`src/source/fc_macros.svh`:
```
`ifndef FC_MACROS_SVH
`define FC_MACROS_SVH

// ------------------------------
// Element format
// ------------------------------

// Every element, weight and activation is 4-bit unsigned
`define FC_DATA_WIDTH 4

// ------------------------------
// Vector sizes
// ------------------------------

// Input vector built by the unpacker
`define FC_IN_WIDTH 4

// Hidden layers
`define FC_HID1_WIDTH 4
`define FC_HID2_WIDTH 4

// Result vector held by the output stage
`define FC_OUT_WIDTH 4

// ------------------------------
// Layer weights
// ------------------------------

// 16 nibbles per layer
// Nibble index = out_j * in_width + in_i, nibble 0 at the LSB
// Small weights keep some outputs below the saturation limit

// Layer 1, input to hidden 1
`define FC_LAY1_WEIGHTS 64'h1002_0120_0011_2001

// Layer 2, hidden 1 to hidden 2
`define FC_LAY2_WEIGHTS 64'h0100_1001_0010_0101

// Layer 3, hidden 2 to output
`define FC_LAY3_WEIGHTS 64'h1000_0210_0001_0101

`endif

```
`src/source/axis_pkg.sv`:
```
// AXI4-Stream beat fields
package axis_pkg;

    // Beat width in bits
    localparam int AXIS_DATA_WIDTH = 32;

    // One keep bit per byte
    localparam int AXIS_KEEP_WIDTH = AXIS_DATA_WIDTH / 8;

    // Elements carried by each kept byte
    localparam int NIBBLES_PER_BYTE = 2;

    // Beat data and byte enables
    typedef logic [AXIS_DATA_WIDTH-1:0] axis_data_t;
    typedef logic [AXIS_KEEP_WIDTH-1:0] axis_keep_t;

endpackage

```
`src/source/fc_types_pkg.sv`:
```
`include "fc_macros.svh"

// Data types of the network datapath
package fc_types_pkg;

    // ------------------------------
    // Elements
    // ------------------------------

    // One vector element, unsigned
    typedef logic [`FC_DATA_WIDTH-1:0] fc_elem_t;

    // Saturation limit of every layer output
    localparam fc_elem_t FC_ELEM_MAX = fc_elem_t'(15);

    // ------------------------------
    // Accumulation
    // ------------------------------

    // Dot product sum before saturation
    // Four 8-bit products fit in 12 bits
    typedef logic [3*`FC_DATA_WIDTH-1:0] fc_acc_t;

endpackage

```
`src/source/axis_unpacker.sv`:
```
`timescale 1ns/1ps

`include "fc_macros.svh"

// Stream to vector conversion, first pipeline stage
module axis_unpacker (
    input  logic                                        axi_clk,
    input  logic                                        axi_reset_n,
    input  logic                                        advance,
    input  logic                                        s_axis_valid,
    input  logic                                        s_axis_last,
    input  axis_pkg::axis_data_t                        s_axis_data,
    input  axis_pkg::axis_keep_t                        s_axis_keep,
    output logic                                        s_axis_ready,
    output logic                                        vec_valid,
    output fc_types_pkg::fc_elem_t [`FC_IN_WIDTH-1:0]   vec_data
);

    import axis_pkg::*;
    import fc_types_pkg::*;

    // Count runs 0 to FC_IN_WIDTH inclusive
    localparam int CNT_W = $clog2(`FC_IN_WIDTH + 1);

    // Bits per byte lane
    localparam int BYTE_BITS = AXIS_DATA_WIDTH / AXIS_KEEP_WIDTH;

    // ------------------------------
    // Partial packet state
    // ------------------------------

    fc_elem_t [`FC_IN_WIDTH-1:0] part_vec;
    logic [CNT_W-1:0]            fill_cnt;

    // Partial vector with this beat merged in
    fc_elem_t [`FC_IN_WIDTH-1:0] merged_vec;
    logic [CNT_W-1:0]            merged_cnt;

    logic beat_accept;

    // Beats move only when the whole pipeline moves
    assign s_axis_ready = advance;
    assign beat_accept  = s_axis_valid && advance;

    // ------------------------------
    // Nibble placement
    // ------------------------------

    always_comb begin
        int fill;
        merged_vec = part_vec;
        fill       = int'(fill_cnt);
        // Byte 0 first, low nibble first
        for (int b = 0; b < AXIS_KEEP_WIDTH; b++) begin
            if (s_axis_keep[b]) begin
                for (int n = 0; n < NIBBLES_PER_BYTE; n++) begin
                    // Nibbles past the vector end are dropped
                    if (fill < `FC_IN_WIDTH) begin
                        merged_vec[fill] =
                            s_axis_data[b*BYTE_BITS + n*`FC_DATA_WIDTH +: `FC_DATA_WIDTH];
                        fill = fill + 1;
                    end
                end
            end
        end
        merged_cnt = CNT_W'(fill);
    end

    // ------------------------------
    // State and output registers
    // ------------------------------

    always_ff @(posedge axi_clk) begin
        if (!axi_reset_n) begin
            fill_cnt  <= '0;
            part_vec  <= '0;
            vec_valid <= 1'b0;
        end else if (advance) begin
            // Published vector lasts one advancing cycle
            vec_valid <= 1'b0;
            if (beat_accept) begin
                if (s_axis_last) begin
                    vec_valid <= 1'b1;
                    // Next packet starts empty so unfilled slots read zero
                    fill_cnt  <= '0;
                    part_vec  <= '0;
                end else begin
                    fill_cnt  <= merged_cnt;
                    part_vec  <= merged_vec;
                end
            end
        end
    end

    // Payload only
    always_ff @(posedge axi_clk) begin
        if (beat_accept && s_axis_last) begin
            vec_data <= merged_vec;
        end
    end

endmodule

```
`src/source/fc_layer.sv`:
```
`timescale 1ns/1ps

`include "fc_macros.svh"

// One fully connected layer, one registered stage
module fc_layer #(
    parameter int in_width  = 4,
    parameter int out_width = 4
) (
    input  logic                                        axi_clk,
    input  logic                                        axi_reset_n,
    input  logic                                        advance,
    input  logic [in_width*out_width*`FC_DATA_WIDTH-1:0] weights,
    input  logic                                        in_valid,
    input  fc_types_pkg::fc_elem_t [in_width-1:0]       in_data,
    output logic                                        out_valid,
    output fc_types_pkg::fc_elem_t [out_width-1:0]      out_data
);

    import fc_types_pkg::*;

    // ------------------------------
    // Weight unpacking
    // ------------------------------

    // Flat weight index j*in_width + i
    fc_elem_t [in_width*out_width-1:0] w_elem;

    assign w_elem = weights;

    // ------------------------------
    // Dot products
    // ------------------------------

    // Saturated layer result ahead of the register
    fc_elem_t [out_width-1:0] dot_sat;

    always_comb begin
        fc_acc_t acc;
        for (int j = 0; j < out_width; j++) begin
            acc = '0;
            // Sum of input times weight(j, i)
            for (int i = 0; i < in_width; i++) begin
                acc = acc + fc_acc_t'(in_data[i]) * fc_acc_t'(w_elem[j*in_width + i]);
            end
            // Clamp at the element maximum
            if (acc > fc_acc_t'(FC_ELEM_MAX)) begin
                dot_sat[j] = FC_ELEM_MAX;
            end else begin
                dot_sat[j] = acc[`FC_DATA_WIDTH-1:0];
            end
        end
    end

    // ------------------------------
    // Stage register
    // ------------------------------

    // Valid tracks the data one advancing cycle later
    always_ff @(posedge axi_clk) begin
        if (!axi_reset_n) begin
            out_valid <= 1'b0;
        end else if (advance) begin
            out_valid <= in_valid;
        end
    end

    // Hold while the pipeline is stalled
    always_ff @(posedge axi_clk) begin
        if (advance && in_valid) begin
            out_data <= dot_sat;
        end
    end

endmodule

```
`src/source/fc_network_top.sv`:
```
`timescale 1ns/1ps

`include "fc_macros.svh"

// Stream-fed three layer FC network
module fc_network_top (
    input  logic                                        axi_clk,
    input  logic                                        axi_reset_n,
    // ------------------------------
    // Input stream
    // ------------------------------
    input  logic                                        s_axis_valid,
    input  axis_pkg::axis_data_t                        s_axis_data,
    input  axis_pkg::axis_keep_t                        s_axis_keep,
    input  logic                                        s_axis_last,
    output logic                                        s_axis_ready,
    // ------------------------------
    // Result port
    // ------------------------------
    output logic                                        fc_out_valid,
    output fc_types_pkg::fc_elem_t [`FC_OUT_WIDTH-1:0]  fc_out,
    input  logic                                        fc_out_ready
);

    import fc_types_pkg::*;

    // Shared stage enable from the output slot
    logic advance;

    // Stage to stage vectors
    logic                          in_vec_valid;
    fc_elem_t [`FC_IN_WIDTH-1:0]   in_vec;
    logic                          hid1_valid;
    fc_elem_t [`FC_HID1_WIDTH-1:0] hid1_vec;
    logic                          hid2_valid;
    fc_elem_t [`FC_HID2_WIDTH-1:0] hid2_vec;
    logic                          res_valid;
    fc_elem_t [`FC_OUT_WIDTH-1:0]  res_vec;

    // Stage 1, stream to vector
    axis_unpacker axis_unpacker_i (
        .axi_clk      (axi_clk),
        .axi_reset_n  (axi_reset_n),
        .advance      (advance),
        .s_axis_valid (s_axis_valid),
        .s_axis_last  (s_axis_last),
        .s_axis_data  (s_axis_data),
        .s_axis_keep  (s_axis_keep),
        .s_axis_ready (s_axis_ready),
        .vec_valid    (in_vec_valid),
        .vec_data     (in_vec)
    );

    // ------------------------------
    // Layers
    // ------------------------------

    fc_layer #(.in_width(`FC_IN_WIDTH), .out_width(`FC_HID1_WIDTH)) fc_lay_1 (
        .axi_clk (axi_clk), .axi_reset_n (axi_reset_n), .advance (advance),
        .weights (`FC_LAY1_WEIGHTS),
        .in_valid (in_vec_valid), .in_data (in_vec),
        .out_valid (hid1_valid), .out_data (hid1_vec)
    );

    fc_layer #(.in_width(`FC_HID1_WIDTH), .out_width(`FC_HID2_WIDTH)) fc_lay_2 (
        .axi_clk (axi_clk), .axi_reset_n (axi_reset_n), .advance (advance),
        .weights (`FC_LAY2_WEIGHTS),
        .in_valid (hid1_valid), .in_data (hid1_vec),
        .out_valid (hid2_valid), .out_data (hid2_vec)
    );

    fc_layer #(.in_width(`FC_HID2_WIDTH), .out_width(`FC_OUT_WIDTH)) fc_lay_3 (
        .axi_clk (axi_clk), .axi_reset_n (axi_reset_n), .advance (advance),
        .weights (`FC_LAY3_WEIGHTS),
        .in_valid (hid2_valid), .in_data (hid2_vec),
        .out_valid (res_valid), .out_data (res_vec)
    );

    // Last stage drives the enable for everything upstream
    fc_output_stage fc_output_stage_i (
        .axi_clk      (axi_clk),
        .axi_reset_n  (axi_reset_n),
        .in_valid     (res_valid),
        .in_data      (res_vec),
        .advance      (advance),
        .fc_out_ready (fc_out_ready),
        .fc_out_valid (fc_out_valid),
        .fc_out       (fc_out)
    );

endmodule

```
`src/source/fc_output_stage.sv`:
```
`timescale 1ns/1ps

`include "fc_macros.svh"

// Result holding slot and output handshake
module fc_output_stage (
    input  logic                                        axi_clk,
    input  logic                                        axi_reset_n,
    input  logic                                        in_valid,
    input  fc_types_pkg::fc_elem_t [`FC_OUT_WIDTH-1:0]  in_data,
    output logic                                        advance,
    input  logic                                        fc_out_ready,
    output logic                                        fc_out_valid,
    output fc_types_pkg::fc_elem_t [`FC_OUT_WIDTH-1:0]  fc_out
);

    // ------------------------------
    // Pipeline enable
    // ------------------------------

    // Slot empty or drained this cycle
    assign advance = !fc_out_valid || fc_out_ready;

    // ------------------------------
    // Holding register
    // ------------------------------

    // Occupancy follows layer 3 valid on advancing cycles
    always_ff @(posedge axi_clk) begin
        if (!axi_reset_n) begin
            fc_out_valid <= 1'b0;
        end else if (advance) begin
            fc_out_valid <= in_valid;
        end
    end

    // Result stays put under back-pressure
    always_ff @(posedge axi_clk) begin
        if (advance && in_valid) begin
            fc_out <= in_data;
        end
    end

endmodule

```
`config.mk`:
```
export PLATFORM = sky130hd
export DESIGN_NAME = fc_network_top
export DESIGN_NICKNAME = d
export VERILOG_FILES = /design/src/source/axis_pkg.sv /design/src/source/fc_types_pkg.sv /design/src/source/axis_unpacker.sv /design/src/source/fc_layer.sv /design/src/source/fc_network_top.sv /design/src/source/fc_output_stage.sv
export VERILOG_INCLUDE_DIRS = /design/src /design/src/source
export SDC_FILE = /design/constraint.sdc
export NUM_CORES = 1
export LEC_CHECK = 0
export BUFFER_PORTS_ARGS = -buffer_cell sky130_fd_sc_hd__clkbuf_2
export CAP_MARGIN = 20
export CORE_ASPECT_RATIO = 1.75
export CORE_MARGIN = 1.5
export CORE_UTILIZATION = 30
export DETAILED_ROUTE_END_ITERATION = 8
export PLACE_DENSITY = 0.53
export SYNTH_ARGS = -nofsm -noshare
export SYNTH_HDL_FRONTEND = slang
export SYNTH_SLANG_ARGS = --single-unit
```
`constraint.sdc`:
```
create_clock -name axi_clk -period 6.9 [get_ports axi_clk]
set_input_delay 1.38 -clock axi_clk [delete_from_list [all_inputs] [get_ports axi_clk]]
set_output_delay 1.38 -clock axi_clk [all_outputs]
set_load 0.05 [all_outputs]
```
# Word-level counts from Yosys, hierarchy flattened

Index checks and enable logic that the tools add are counted.

Input port bits: 41
Output and inout bits: 18
Word-level logic and storage cells: 159
Bits in registers: 104

Add/subtract/negate cells: 16
Reduce and logical (&&, ||, !) cells: 17
Muxes and demuxes: 60
$lt $le $gt $ge: 36

Operator list:

| operator                | count |
|---|---|
| $lt A32 B4 Y1 const B   | 14 |
| $mux W32                | 14 |
| $mux W16                | 17 |
| $ge A32 B1 Y1 const B   | 7 |
| $add A32 B2 Y32 const B | 6 |
| $bwmux W16              | 8 |
| $gt A12 B4 Y1 const B   | 8 |
| $demux W4 S2            | 8 |
| $mux W4                 | 8 |
| $add A4 B4 Y5           | 4 |
| $gt A4 B4 Y1 const B    | 4 |
| $logic_and A1 B1 Y1     | 14 |
| $add A4 B5 Y6           | 2 |
| $add A5 B4 Y6           | 2 |
| $mux W3                 | 3 |
| $lt A3 B3 Y1 const B    | 2 |
| $add A3 B1 Y4 const B   | 1 |
| $add A3 B2 Y3 const B   | 1 |
| $ge A3 B1 Y1 const B    | 1 |
| $mux W1                 | 2 |
| $reduce_and A2 Y1       | 1 |
| $logic_not A1 Y1        | 1 |
| $logic_or A1 B1 Y1      | 1 |

# Logic depth before layout (Yosys ltp)

Gate-level depths: netlist (run 1).

Depth in word-level cells: 29
Depth in mapped cells: 31
Mapped depth without buffers: 30

# By module

Synthesis (run 1) repeated with hierarchy kept, for this count alone.

Cells, all modules: 3,631
Area total of the unflattened synthesis: 33,149.3 um^2

By module, submodules not included:

| module               | cells an instance | times used | seq. area each (um^2) | area an instance (um^2) |
|---|---|---|---|---|
| fc_layer at fc_lay_3 | 1,046             | 1          | 500.5                 | 9,681.8 |
| fc_layer at fc_lay_1 | 1,039             | 1          | 500.5                 | 9,594.2 |
| fc_layer at fc_lay_2 | 1,026             | 1          | 500.5                 | 9,492.9 |
| axis_unpacker        | 497               | 1          | 880.8                 | 3,834.9 |
| fc_output_stage      | 21                | 1          | 500.5                 | 538.0 |
| fc_network_top       | 2                 | 1          | 0.0                   | 7.5 |

# Worst setup path before layout (run 1)

Ideal clock, no wire load.

Kind: input port to flip-flop
From: input s_axis_keep[0]
To: register axis_unpacker_i.vec_data[2] (netlist bit) (data pin)
Slack: 0.507 ns
Required time: 6.637 ns
Setup time: 0.263 ns
Path buffers: 2
Arrival time: 6.130 ns
Stages: 27
Cell sequence: nand2b_1 > buf_2 > a21oi_1 > ha_1 > o21ai_0 > ha_1 > nor2_1 > nor2_1 > mux2_2 > ha_1 > nor2_1 > a21oi_1 > ha_1 > mux2_2 > mux2i_1 > a2bb2oi_2 > ha_1 > nand2_1 > o21a_1 > ha_1 > nand2b_1 > clkbuf_1 > nand2b_1 > and3_1 > o21ai_0 > a21boi_0 > a21oi_1

RTL lines:

| item                 | RTL line             | text |
|---|---|---|
| from (decl)          | fc_network_top.sv:14 | `input axis_pkg::axis_keep_t s_axis_keep,` |
| to (signal assigned) | axis_unpacker.sv:98  | `vec_data <= merged_vec;` |
| to (decl)            | axis_unpacker.sv:16  | `` output fc_types_pkg::fc_elem_t [`FC_IN_WIDTH-1:0] vec_data `` |

==> impl_metrics.toml, run 1 <==
[status]
outcome = "finished clean"

[floorplan]
start_util_pct = 30.5
dieHeight_um = 206
rows = 74
coreArea_sq_mm = 0.0232
io_pins = 59
die-area_sq_mm = 0.0246
die_x_um = 119

[layout]
fin_nets = 896
n_fill_cell = 2381
drive_gt1_share_pct = 13.5
final_cells = 1096
antenna_cells = 0
syn_to_final_growth_pct = 14.2
final_area_sq_mm = 0.00809

[critical_path]
required_ns = 7.13
crit_path_top_delay_cell = "dfxtp_2"
criticalPathCategory = "flop to flop"
path_delay_family = "adder cells"
critPathLaunchType = "flop"
end_kind = "flop"
max_stage_delay_ns = 0.38
crit_arrival_ns = 6.68
r2r_end = "axis_unpacker_i.part_vec[14]"
crit_fanout = 5
crit_top_cell = "ha_1"
cp_num_buf_inv = 1
r2r_setup_slack_ns = 0.45
worstRegToRegCells = 30
r2r_start = "axis_unpacker_i.fill_cnt[0]"

[timing]
hold_violations = 0
rsz0062_at_grt = "false"
min_period_over_period_pct = 93.5
worst_clock_skew_ns = 0.00895
tns_ns = 0
maxSlewHeadroom_pct = 34.2
hold_slack_ns = 0.417
clock.fmax_mhz = 155
timing.final.crit_period_ns = 6.45
finalSetupViolCount = 0
timing_worst_slew_pin_value_ns = 0.977
worst_slack_ns = 0.448
final-max-slew-violation-count = 0

[job]
maxCapViolations = 0

[synthesis]
synth-seq-cells = 104
synth_area_leaders = "edfxtp_1 34%, ha_1 11%, dfxtp_1 6.8%"
synthFlopType = "edfxtp_1"
yosysTopAreaCell = "edfxtp_1"
yosysSeqAreaShare_pct = 40.7
syn_inst = 722
yosysTopAreaCellShare_pct = 33.9
synth_cell_types = 58
syn_avg_cell_area_sq_um = 9.81
synthesis.nets = 831
synth_edf_count = 80
synth-async-reset-ratio_pct = 0
synth_area_sq_mm = 0.00709
yosys_warnings = 0

[cts]
ctsHoldBuffers = 0
htreeDepth = 3
post_cts_buffers = 0
clkTransAtPathRegs_ns = 0.07
numCtsBuffers = 9
postCtsResizedCells = 0
clock_path_buffers = 2
clkSinkCount = 104
cts_tree = "done"
cts-root-buf = "clkbuf_16"
clkLatencyLatePin_ns = 0.33

[placement]
gp_congestion = 0.953
dp_slack_ns = 0.205
dpl_cell_area_sq_mm = 0.00779
hpwlAfterDp_um = 17600
dp_cells = 1080
io_buffers = 58

[global_route]
grt_max_degree = 21
grt_use_total_pct = 17.3
grt_pass1_wl_um = 31800
grt_pass1_vias = 5811
antenna_found_initial = 0
grt_overflow = 0

[power_and_ir_drop]
ir_drop_uv = 292
p_leak_nw = 3.19
power_density_mw_per_mm2 = 397

[min_path]
min_delay_path_depth = 0
hp-start = "fc_lay_3.out_data[4]"
hold_end = "fc_output_stage_i.fc_out[4]"
hold_class = "flop to flop"

[route]
wirelength_um = 20900
vias = 5743
via_per_inst = 5.24
ant_nets = 0
drcViolationCount = 0
drt_first_pass_iters = 4
drt_iter0_markers = 340
wl_per_cell_um = 19.1
[through the flow]
stage	power (mW)	utilization, %
2_1_floorplan	2.10	-
3_3_place_gp	2.70	33.5
3_5_place_dp	2.70	33.5
4_1_cts	3.22	34.8
5_1_grt	3.44	34.8
6_report	3.21	34.8
[flip-flops by register name, indices dropped and copies added (netlist names)]
register	cells
fc_lay_1.out_valid	1
axis_unpacker_i.fill_cnt	3
fc_lay_3.out_data	16
fc_lay_2.out_data	16
axis_unpacker_i.vec_data	16
fc_output_stage_i.fc_out_valid	1
fc_lay_1.out_data	16
fc_output_stage_i.fc_out	16
fc_lay_3.out_valid	1
fc_lay_2.out_valid	1
axis_unpacker_i.vec_valid	1
axis_unpacker_i.part_vec	16
[layer usage]
| layer | global-route usage [%] | vias up | wire length (um) | share of wire [%] |
|---|---|---|---|---|
| li1 | - | 2798 | - | - |
| met1 | 14.2 | 2727 | 6630 | 32 |
| met2 | 34.2 | 152 | 11400 | 54 |
| met3 | 1.63 | 66 | 535 | 2.6 |
| met4 | 17.7 | 0 | 2390 | 11 |
| met5 | 0 | - | 0 | 0 |
[cells in the mapped netlist, types with 3 or more instances]
| master | n |
|---|---|
| a211o_1 | 13 |
| a211oi_1 | 6 |
| a21boi_0 | 7 |
| a21o_1 | 5 |
| a21oi_1 | 52 |
| a22o_1 | 8 |
| a22oi_1 | 6 |
| a2bb2oi_1 | 10 |
| a31oi_1 | 12 |
| and2_1 | 13 |
| and3_1 | 19 |
| and3b_1 | 8 |
| buf_2 | 8 |
| clkbuf_1 | 11 |
| dfxtp_1 | 24 |
| edfxtp_1 | 80 |
| fa_1 | 8 |
| ha_1 | 60 |
| inv_1 | 32 |
| mux2_2 | 3 |
| mux2i_1 | 4 |
| nand2_1 | 85 |
| nand2b_1 | 24 |
| nand3_1 | 21 |
| nand3b_1 | 10 |
| nor2_1 | 29 |
| nor2b_1 | 26 |
| nor3b_1 | 6 |
| o211ai_1 | 10 |
| o21a_1 | 11 |
| o21ai_0 | 46 |
| o21ai_1 | 3 |
| o21bai_1 | 3 |
| o221ai_1 | 9 |
| o22ai_1 | 6 |
| or3_1 | 13 |
| xnor2_1 | 3 |
| xor2_1 | 5 |
[where the power goes]
group	switching (mW)	total (mW)	internal, mW
Sequential	0.0614	0.864	0.802
Clock	0.220	0.507	0.288
Combinational	1.13	1.84	0.706
Total	1.41	3.21	1.80
[worst max path at each step]
stage,start,end,slack (ns),cells after the start
after CTS,axis_unpacker_i.fill_cnt[0],axis_unpacker_i.part_vec[14],0.27,30
after floorplan,s_axis_keep[0],axis_unpacker_i.vec_data[2],0.51,27
after global placement,s_axis_keep[0],axis_unpacker_i.part_vec[12],0.24,27
final,axis_unpacker_i.fill_cnt[0],axis_unpacker_i.part_vec[14],0.45,30
after global routing,axis_unpacker_i.fill_cnt[0],axis_unpacker_i.part_vec[14],0.006,30
after detailed placement,s_axis_keep[0],axis_unpacker_i.part_vec[14],0.20,27
[cells in the final DEF (no fill, tap or decap), types with 11 or more instances in the layout]
master / netlist / final
a31oi_1: 12 / 12
and2_1: 13 / 13
clkbuf_2: 0 / 58
and3_1: 19 / 19
nand2_1: 85 / 85
nand3_1: 21 / 21
o21ai_0: 46 / 46
o21a_1: 11 / 11
inv_1: 32 / 32
edfxtp_1: 80 / 80
nor2b_1: 26 / 26
a211o_1: 13 / 13
buf_4: 1 / 16
a21oi_1: 52 / 52
or3_1: 13 / 13
nand2b_1: 24 / 24
ha_1: 60 / 60
nor2_1: 29 / 29
dfxtp_1: 24 / 23
[logic make-up (layout without fill, tap and decap cells)]
group | count (synthesis) | after routing | synth area share, %
AOI/OAI and AO/OA | 216 | 216 | 20.0
xor gates and xnor gates | 12 | 12 | 2.38
adders and majority gates | 68 | 68 | 12.9
buffers and inverters | 52 | 122 | 2.95
DFF | 104 | 104 | 40.7
muxes | 7 | 7 | 1.04
and+or+nand+nor | 263 | 263 | 20.0
[worst register-to-register path: cells and delay by family (launching register included)]
kind,cells,cell delay (ns)
adder cells (fa/ha/maj),8,2.37
AO/OA/AOI/OAI,11,1.82
multiplexers,4,1.00
AND/OR/NAND/NOR,6,0.65
flip-flops,1,0.38
buffers and inverters,1,0.14
[final cells by class]
| class | count | area (sq um) | area share, % |
|---|---|---|---|
| inverters | 32 | 120 | 1.48 |
| flip-flops and latches | 104 | 2880 | 35.6 |
| repair buffers | 74 | 410 | 5.07 |
| well taps | 304 | 380 | 4.70 |
| multi-input cells | 566 | 3990 | 49.4 |
| clock inverters | 3 | 20.0 | 0.247 |
| clock buffers | 13 | 282 | 3.48 |
Power figures use the tool's default switching activity.
==> run 2: changes to the inputs <==
Clock period 6.9 ns to 7.6 ns, I/O delays scaled along.
==> impl_metrics.toml, run 2 (synthesis results as in run 1) <==
[layout]
final_cells = 1088
drive_gt1_share_pct = 12.6
fin_util_pct = 34.5
fin_nets = 888
final_area_sq_mm = 0.00802
syn_to_final_growth_pct = 13.2
antenna_cells = 0
final_cell_mix = "85 x nand2_1, 80 x edfxtp_1, 60 x ha_1"
layout_commonest_cell = "nand2_1"

[cts]
ctsHoldBuffers = 0
cts_tree = "done"
htreeDepth = 3
clkSinkCount = 104
clkLatencyLatePin_ns = 0.35
cts-root-buf = "clkbuf_16"
clock_path_buffers = 2
postCtsResizedCells = 0
clkTransAtPathRegs_ns = 0.08
post_cts_buffers = 0
numCtsBuffers = 9

[timing]
worst_clock_skew_ns = 0.0126
tns_ns = 0
clock.fmax_mhz = 146
min_period_over_period_pct = 90.1
maxSlewHeadroom_pct = 48.5
rsz0062_at_grt = "false"
finalSetupViolCount = 0
timing_worst_slew_pin_value_ns = 0.772
final-max-slew-violation-count = 0
hold_violations = 0
timing.final.crit_period_ns = 6.85

[placement]
dp_cells = 1072
gp_congestion = 1.04
io_buffers = 58
dpl_cell_area_sq_mm = 0.00773
hpwlAfterDp_um = 18400

[critical_path]
crit_top_cell = "ha_1"
worstRegToRegCells = 31
r2r_end = "axis_unpacker_i.part_vec[14]"
crit_arrival_ns = 7.10
crit_path_top_delay_cell = "dfxtp_1"
criticalPathCategory = "flop to flop"
crit_fanout = 5
required_ns = 7.85
critPathLaunchType = "flop"
r2r_setup_slack_ns = 0.75
cp_num_buf_inv = 2
max_stage_delay_ns = 0.44
end_kind = "flop"
r2r_start = "axis_unpacker_i.fill_cnt[0]"
path_delay_family = "adder cells"

[global_route]
grt_pass1_wl_um = 33300
grt_max_degree = 26
grt_pass1_vias = 5831
antenna_found_initial = 0
grt_overflow = 0
grt_use_total_pct = 18.5

[floorplan]
dieHeight_um = 206
die-area_sq_mm = 0.0246
coreArea_sq_mm = 0.0232
start_util_pct = 30.5
io_pins = 59
rows = 74
die_x_um = 119

[power_and_ir_drop]
p_leak_nw = 3.15
power_density_mw_per_mm2 = 360
ir_drop_uv = 210

[min_path]
hold_class = "flop to flop"
hp-start = "fc_lay_3.out_data[7]"
hold_end = "fc_output_stage_i.fc_out[7]"
min_delay_path_depth = 0

[route]
drcViolationCount = 0
wirelength_um = 22100
drt_iter0_markers = 362
via_per_inst = 5.25
vias = 5716
wl_per_cell_um = 20.3
drt_first_pass_iters = 5
ant_nets = 0

[status]
outcome = "finished clean"

[job]
maxCapViolations = 0
## run 2: changes by cell type in the layout (fill, tap and decap cells not counted)
cell / before / now
buf_4: 16 / 8
clkbuf_8: 2 / 0
inv_6: 1 / 3
clkbuf_1: 1 / 0
clkinv_4: 0 / 1
dfxtp_1: 23 / 24
dfxtp_2: 1 / 0
o311ai_0: 0 / 1
o311ai_1: 1 / 0
## run 2: worst max-delay path by stage
stage / from / end / slack (ns) / depth (start not counted)
after floorplan: s_axis_keep[0] / axis_unpacker_i.vec_data[2] / 1.07 / 27
after global routing: axis_unpacker_i.fill_cnt[0] / axis_unpacker_i.part_vec[14] / 0.16 / 31
after global placement: s_axis_keep[0] / axis_unpacker_i.part_vec[14] / 0.72 / 28
final: axis_unpacker_i.fill_cnt[0] / axis_unpacker_i.part_vec[14] / 0.75 / 31
after CTS: axis_unpacker_i.fill_cnt[0] / axis_unpacker_i.part_vec[14] / 0.78 / 31
after detailed placement: s_axis_keep[0] / axis_unpacker_i.part_vec[14] / 0.56 / 28
## run 2: final cells by class
cell class | instances | area (sq um)
fill | 2411 | 15200
multi-input combinational | 566 | 3990
sequential | 104 | 2880
tap | 304 | 380
timing repair buffer | 66 | 350
clock buffer | 10 | 250
inverter | 32 | 120
clock inverter | 6 | 46.3
## run 2: stage by stage
stage | setup WS (ns) | power [mW] | hold slack (ns)
4_1_cts | 0.781 | 2.89 | 0.421
5_1_grt | 0.156 | 3.11 | 0.428
3_5_place_dp | 0.555 | 2.42 | 0.405
2_1_floorplan | 1.07 | 1.91 | 0.400
3_3_place_gp | 0.716 | 2.42 | 0.400
6_report | 0.754 | 2.89 | 0.420
## run 2: power breakdown
group          total (mW)  switching [mW]  leakage, nW  internal, mW
combinational        1.64            1.03         2.09         0.603
clock               0.459           0.213        0.149         0.246
sequential          0.795          0.0670        0.914         0.728
total                2.89            1.31         3.15          1.58
## run 2: per-layer routing
| metal | routed length (um) | GRT usage [%] | vias up |
|---|---|---|---|
| li1 | - | - | 2778 |
| met1 | 6730 | 14.8 | 2722 |
| met2 | 12500 | 38.0 | 154 |
| met3 | 577 | 1.63 | 62 |
| met4 | 2240 | 17.0 | 0 |
| met5 | 0 | 0 | - |
==> run 3: changes to the inputs <==
Settings changed: CTS_BUF_LIST from default to sky130_fd_sc_hd__clkbuf_4.
==> impl_metrics.toml, run 3 (synthesis results as in run 1) <==
[status]
outcome = "finished clean"

[timing]
clock.fmax_mhz = 146
timing_worst_slew_pin_value_ns = 0.770
final-max-slew-violation-count = 0
maxSlewHeadroom_pct = 48.7
worst_clock_skew_ns = 0.0507
tns_ns = 0
min_period_over_period_pct = 90.3
finalSetupViolCount = 0
timing.final.crit_period_ns = 6.86
hold_violations = 0
rsz0062_at_grt = "false"
hold_slack_ns = 0.439

[floorplan]
dieHeight_um = 206
die_x_um = 119
die-area_sq_mm = 0.0246
coreArea_sq_mm = 0.0232
rows = 74
start_util_pct = 30.5
io_pins = 59

[critical_path]
worstRegToRegCells = 31
max_stage_delay_ns = 0.48
crit_top_cell = "ha_1"
crit_arrival_ns = 7.27
r2r_start = "axis_unpacker_i.fill_cnt[0]"
criticalPathCategory = "flop to flop"
end_kind = "flop"
crit_path_top_delay_cell = "dfxtp_1"
r2r_setup_slack_ns = 0.74
critPathLaunchType = "flop"
required_ns = 8.01
r2r_end = "axis_unpacker_i.part_vec[14]"
crit_fanout = 5

[power_and_ir_drop]
switching_power_mw = 1.30
switching_share_pct = 47.5
power_mw = 2.73
clock_power_share_pct = 11.1
ir_drop_uv = 212
share_comb_of_total_power_pct = 59.9
power_density_mw_per_mm2 = 347
power_frac_seq_pct = 29.1
p_leak_nw = 3.08
power.internal_mw = 1.43

[layout]
drive_gt1_share_pct = 12.6
final_cells = 1089
layout_commonest_cell = "nand2_1"
syn_to_final_growth_pct = 11.1
fin_nets = 888
final_cell_mix = "85 x nand2_1, 80 x edfxtp_1, 60 x ha_1"

[min_path]
hold_class = "flop to flop"
hold_end = "fc_output_stage_i.fc_out[7]"
min_delay_path_depth = 0
hp-start = "fc_lay_3.out_data[7]"

[global_route]
grt_overflow = 0
grt_pass1_wl_um = 33300
grt_pass1_vias = 5817
grt_use_total_pct = 18.5
grt_max_degree = 26
antenna_found_initial = 1

[placement]
dp_cells = 1072
io_buffers = 58
hpwlAfterDp_um = 18400
gp_congestion = 1.04

[cts]
clock_path_buffers = 2
clkLatencyLatePin_ns = 0.48
cts-root-buf = "clkbuf_4"
ctsHoldBuffers = 0
postCtsResizedCells = 0
cts_tree = "done"
post_cts_buffers = 0
clkSinkCount = 104
numCtsBuffers = 9
clkTransAtPathRegs_ns = 0.21
htreeDepth = 3

[route]
drt_iter0_markers = 321
vias = 5692
wl_per_cell_um = 20.3
ant_nets = 0
wirelength_um = 22100
via_per_inst = 5.23
drt_first_pass_iters = 7
drcViolationCount = 0

[job]
maxCapViolations = 0
==> run 3: changes by cell type in the layout (fill, tap and decap cells not counted), sizes merged <==
cell    previous run  this run
diode              0         1
bufinv             0         1
clkbuf            68        67
==> run 3: worst max-delay path by stage <==
stage | from | endpoint | slack [ns] | cells past startpoint
global route | axis_unpacker_i.fill_cnt[0] | axis_unpacker_i.part_vec[14] | 0.14 | 31
global placement | s_axis_keep[0] | axis_unpacker_i.part_vec[14] | 0.72 | 28
CTS | axis_unpacker_i.fill_cnt[0] | axis_unpacker_i.part_vec[14] | 0.77 | 31
finish | axis_unpacker_i.fill_cnt[0] | axis_unpacker_i.part_vec[14] | 0.74 | 31
detailed placement | s_axis_keep[0] | axis_unpacker_i.part_vec[14] | 0.56 | 28
floorplan | s_axis_keep[0] | axis_unpacker_i.vec_data[2] | 1.07 | 27
==> run 3: power by group through the flow <==
stage          combinational, mW  sequential (mW)  clock (mW)
3_5_place_dp                1.61            0.808           0
2_1_floorplan               1.13            0.771           0
3_3_place_gp                1.61            0.810           0
5_1_grt                     1.82            0.799       0.330
6_report                    1.64            0.794       0.302
4_1_cts                     1.62            0.795       0.307
==> run 3: final cells by class <==
type,count,area (sq um)
Sequential cell,104,2880
Tap cell,304,380
Inverter,32,120
Timing Repair Buffer,66,350
Multi-Input combinational cell,566,3990
Clock inverter,7,76.3
Fill cell,2424,15400
Clock buffer,9,67.6
Antenna cell,1,2.50
==> run 3: metal layers <==
layer	global-route usage [%]	wire [um]	vias to the layer above	part of all wire (%)
met2	37.9	12600	151	57
met1	14.9	6800	2708	31
li1	-	-	2772	-
met3	2.46	602	61	2.7
met4	15.7	2110	0	9.5
met5	0	0	-	0
==> run 3: through the flow <==
step,util [%],instance area [sq um],setup WS [ns]
floorplan,-,7090,1.07
global placement,33.3,7730,0.716
detailed placement,33.3,7730,0.555
CTS,33.9,7870,0.770
global route,33.9,7870,0.142
finish,33.9,7870,0.736
==> run 3: critical path: cells and delay by family, from the launching register on <==
family	cells	cell delay, ns
buffers and inverters	2	0.31
AOI/OAI and AO/OA	11	1.97
and+or+nand+nor	6	0.60
adders and majority gates	8	2.41
muxes	4	1.02
DFF	1	0.48
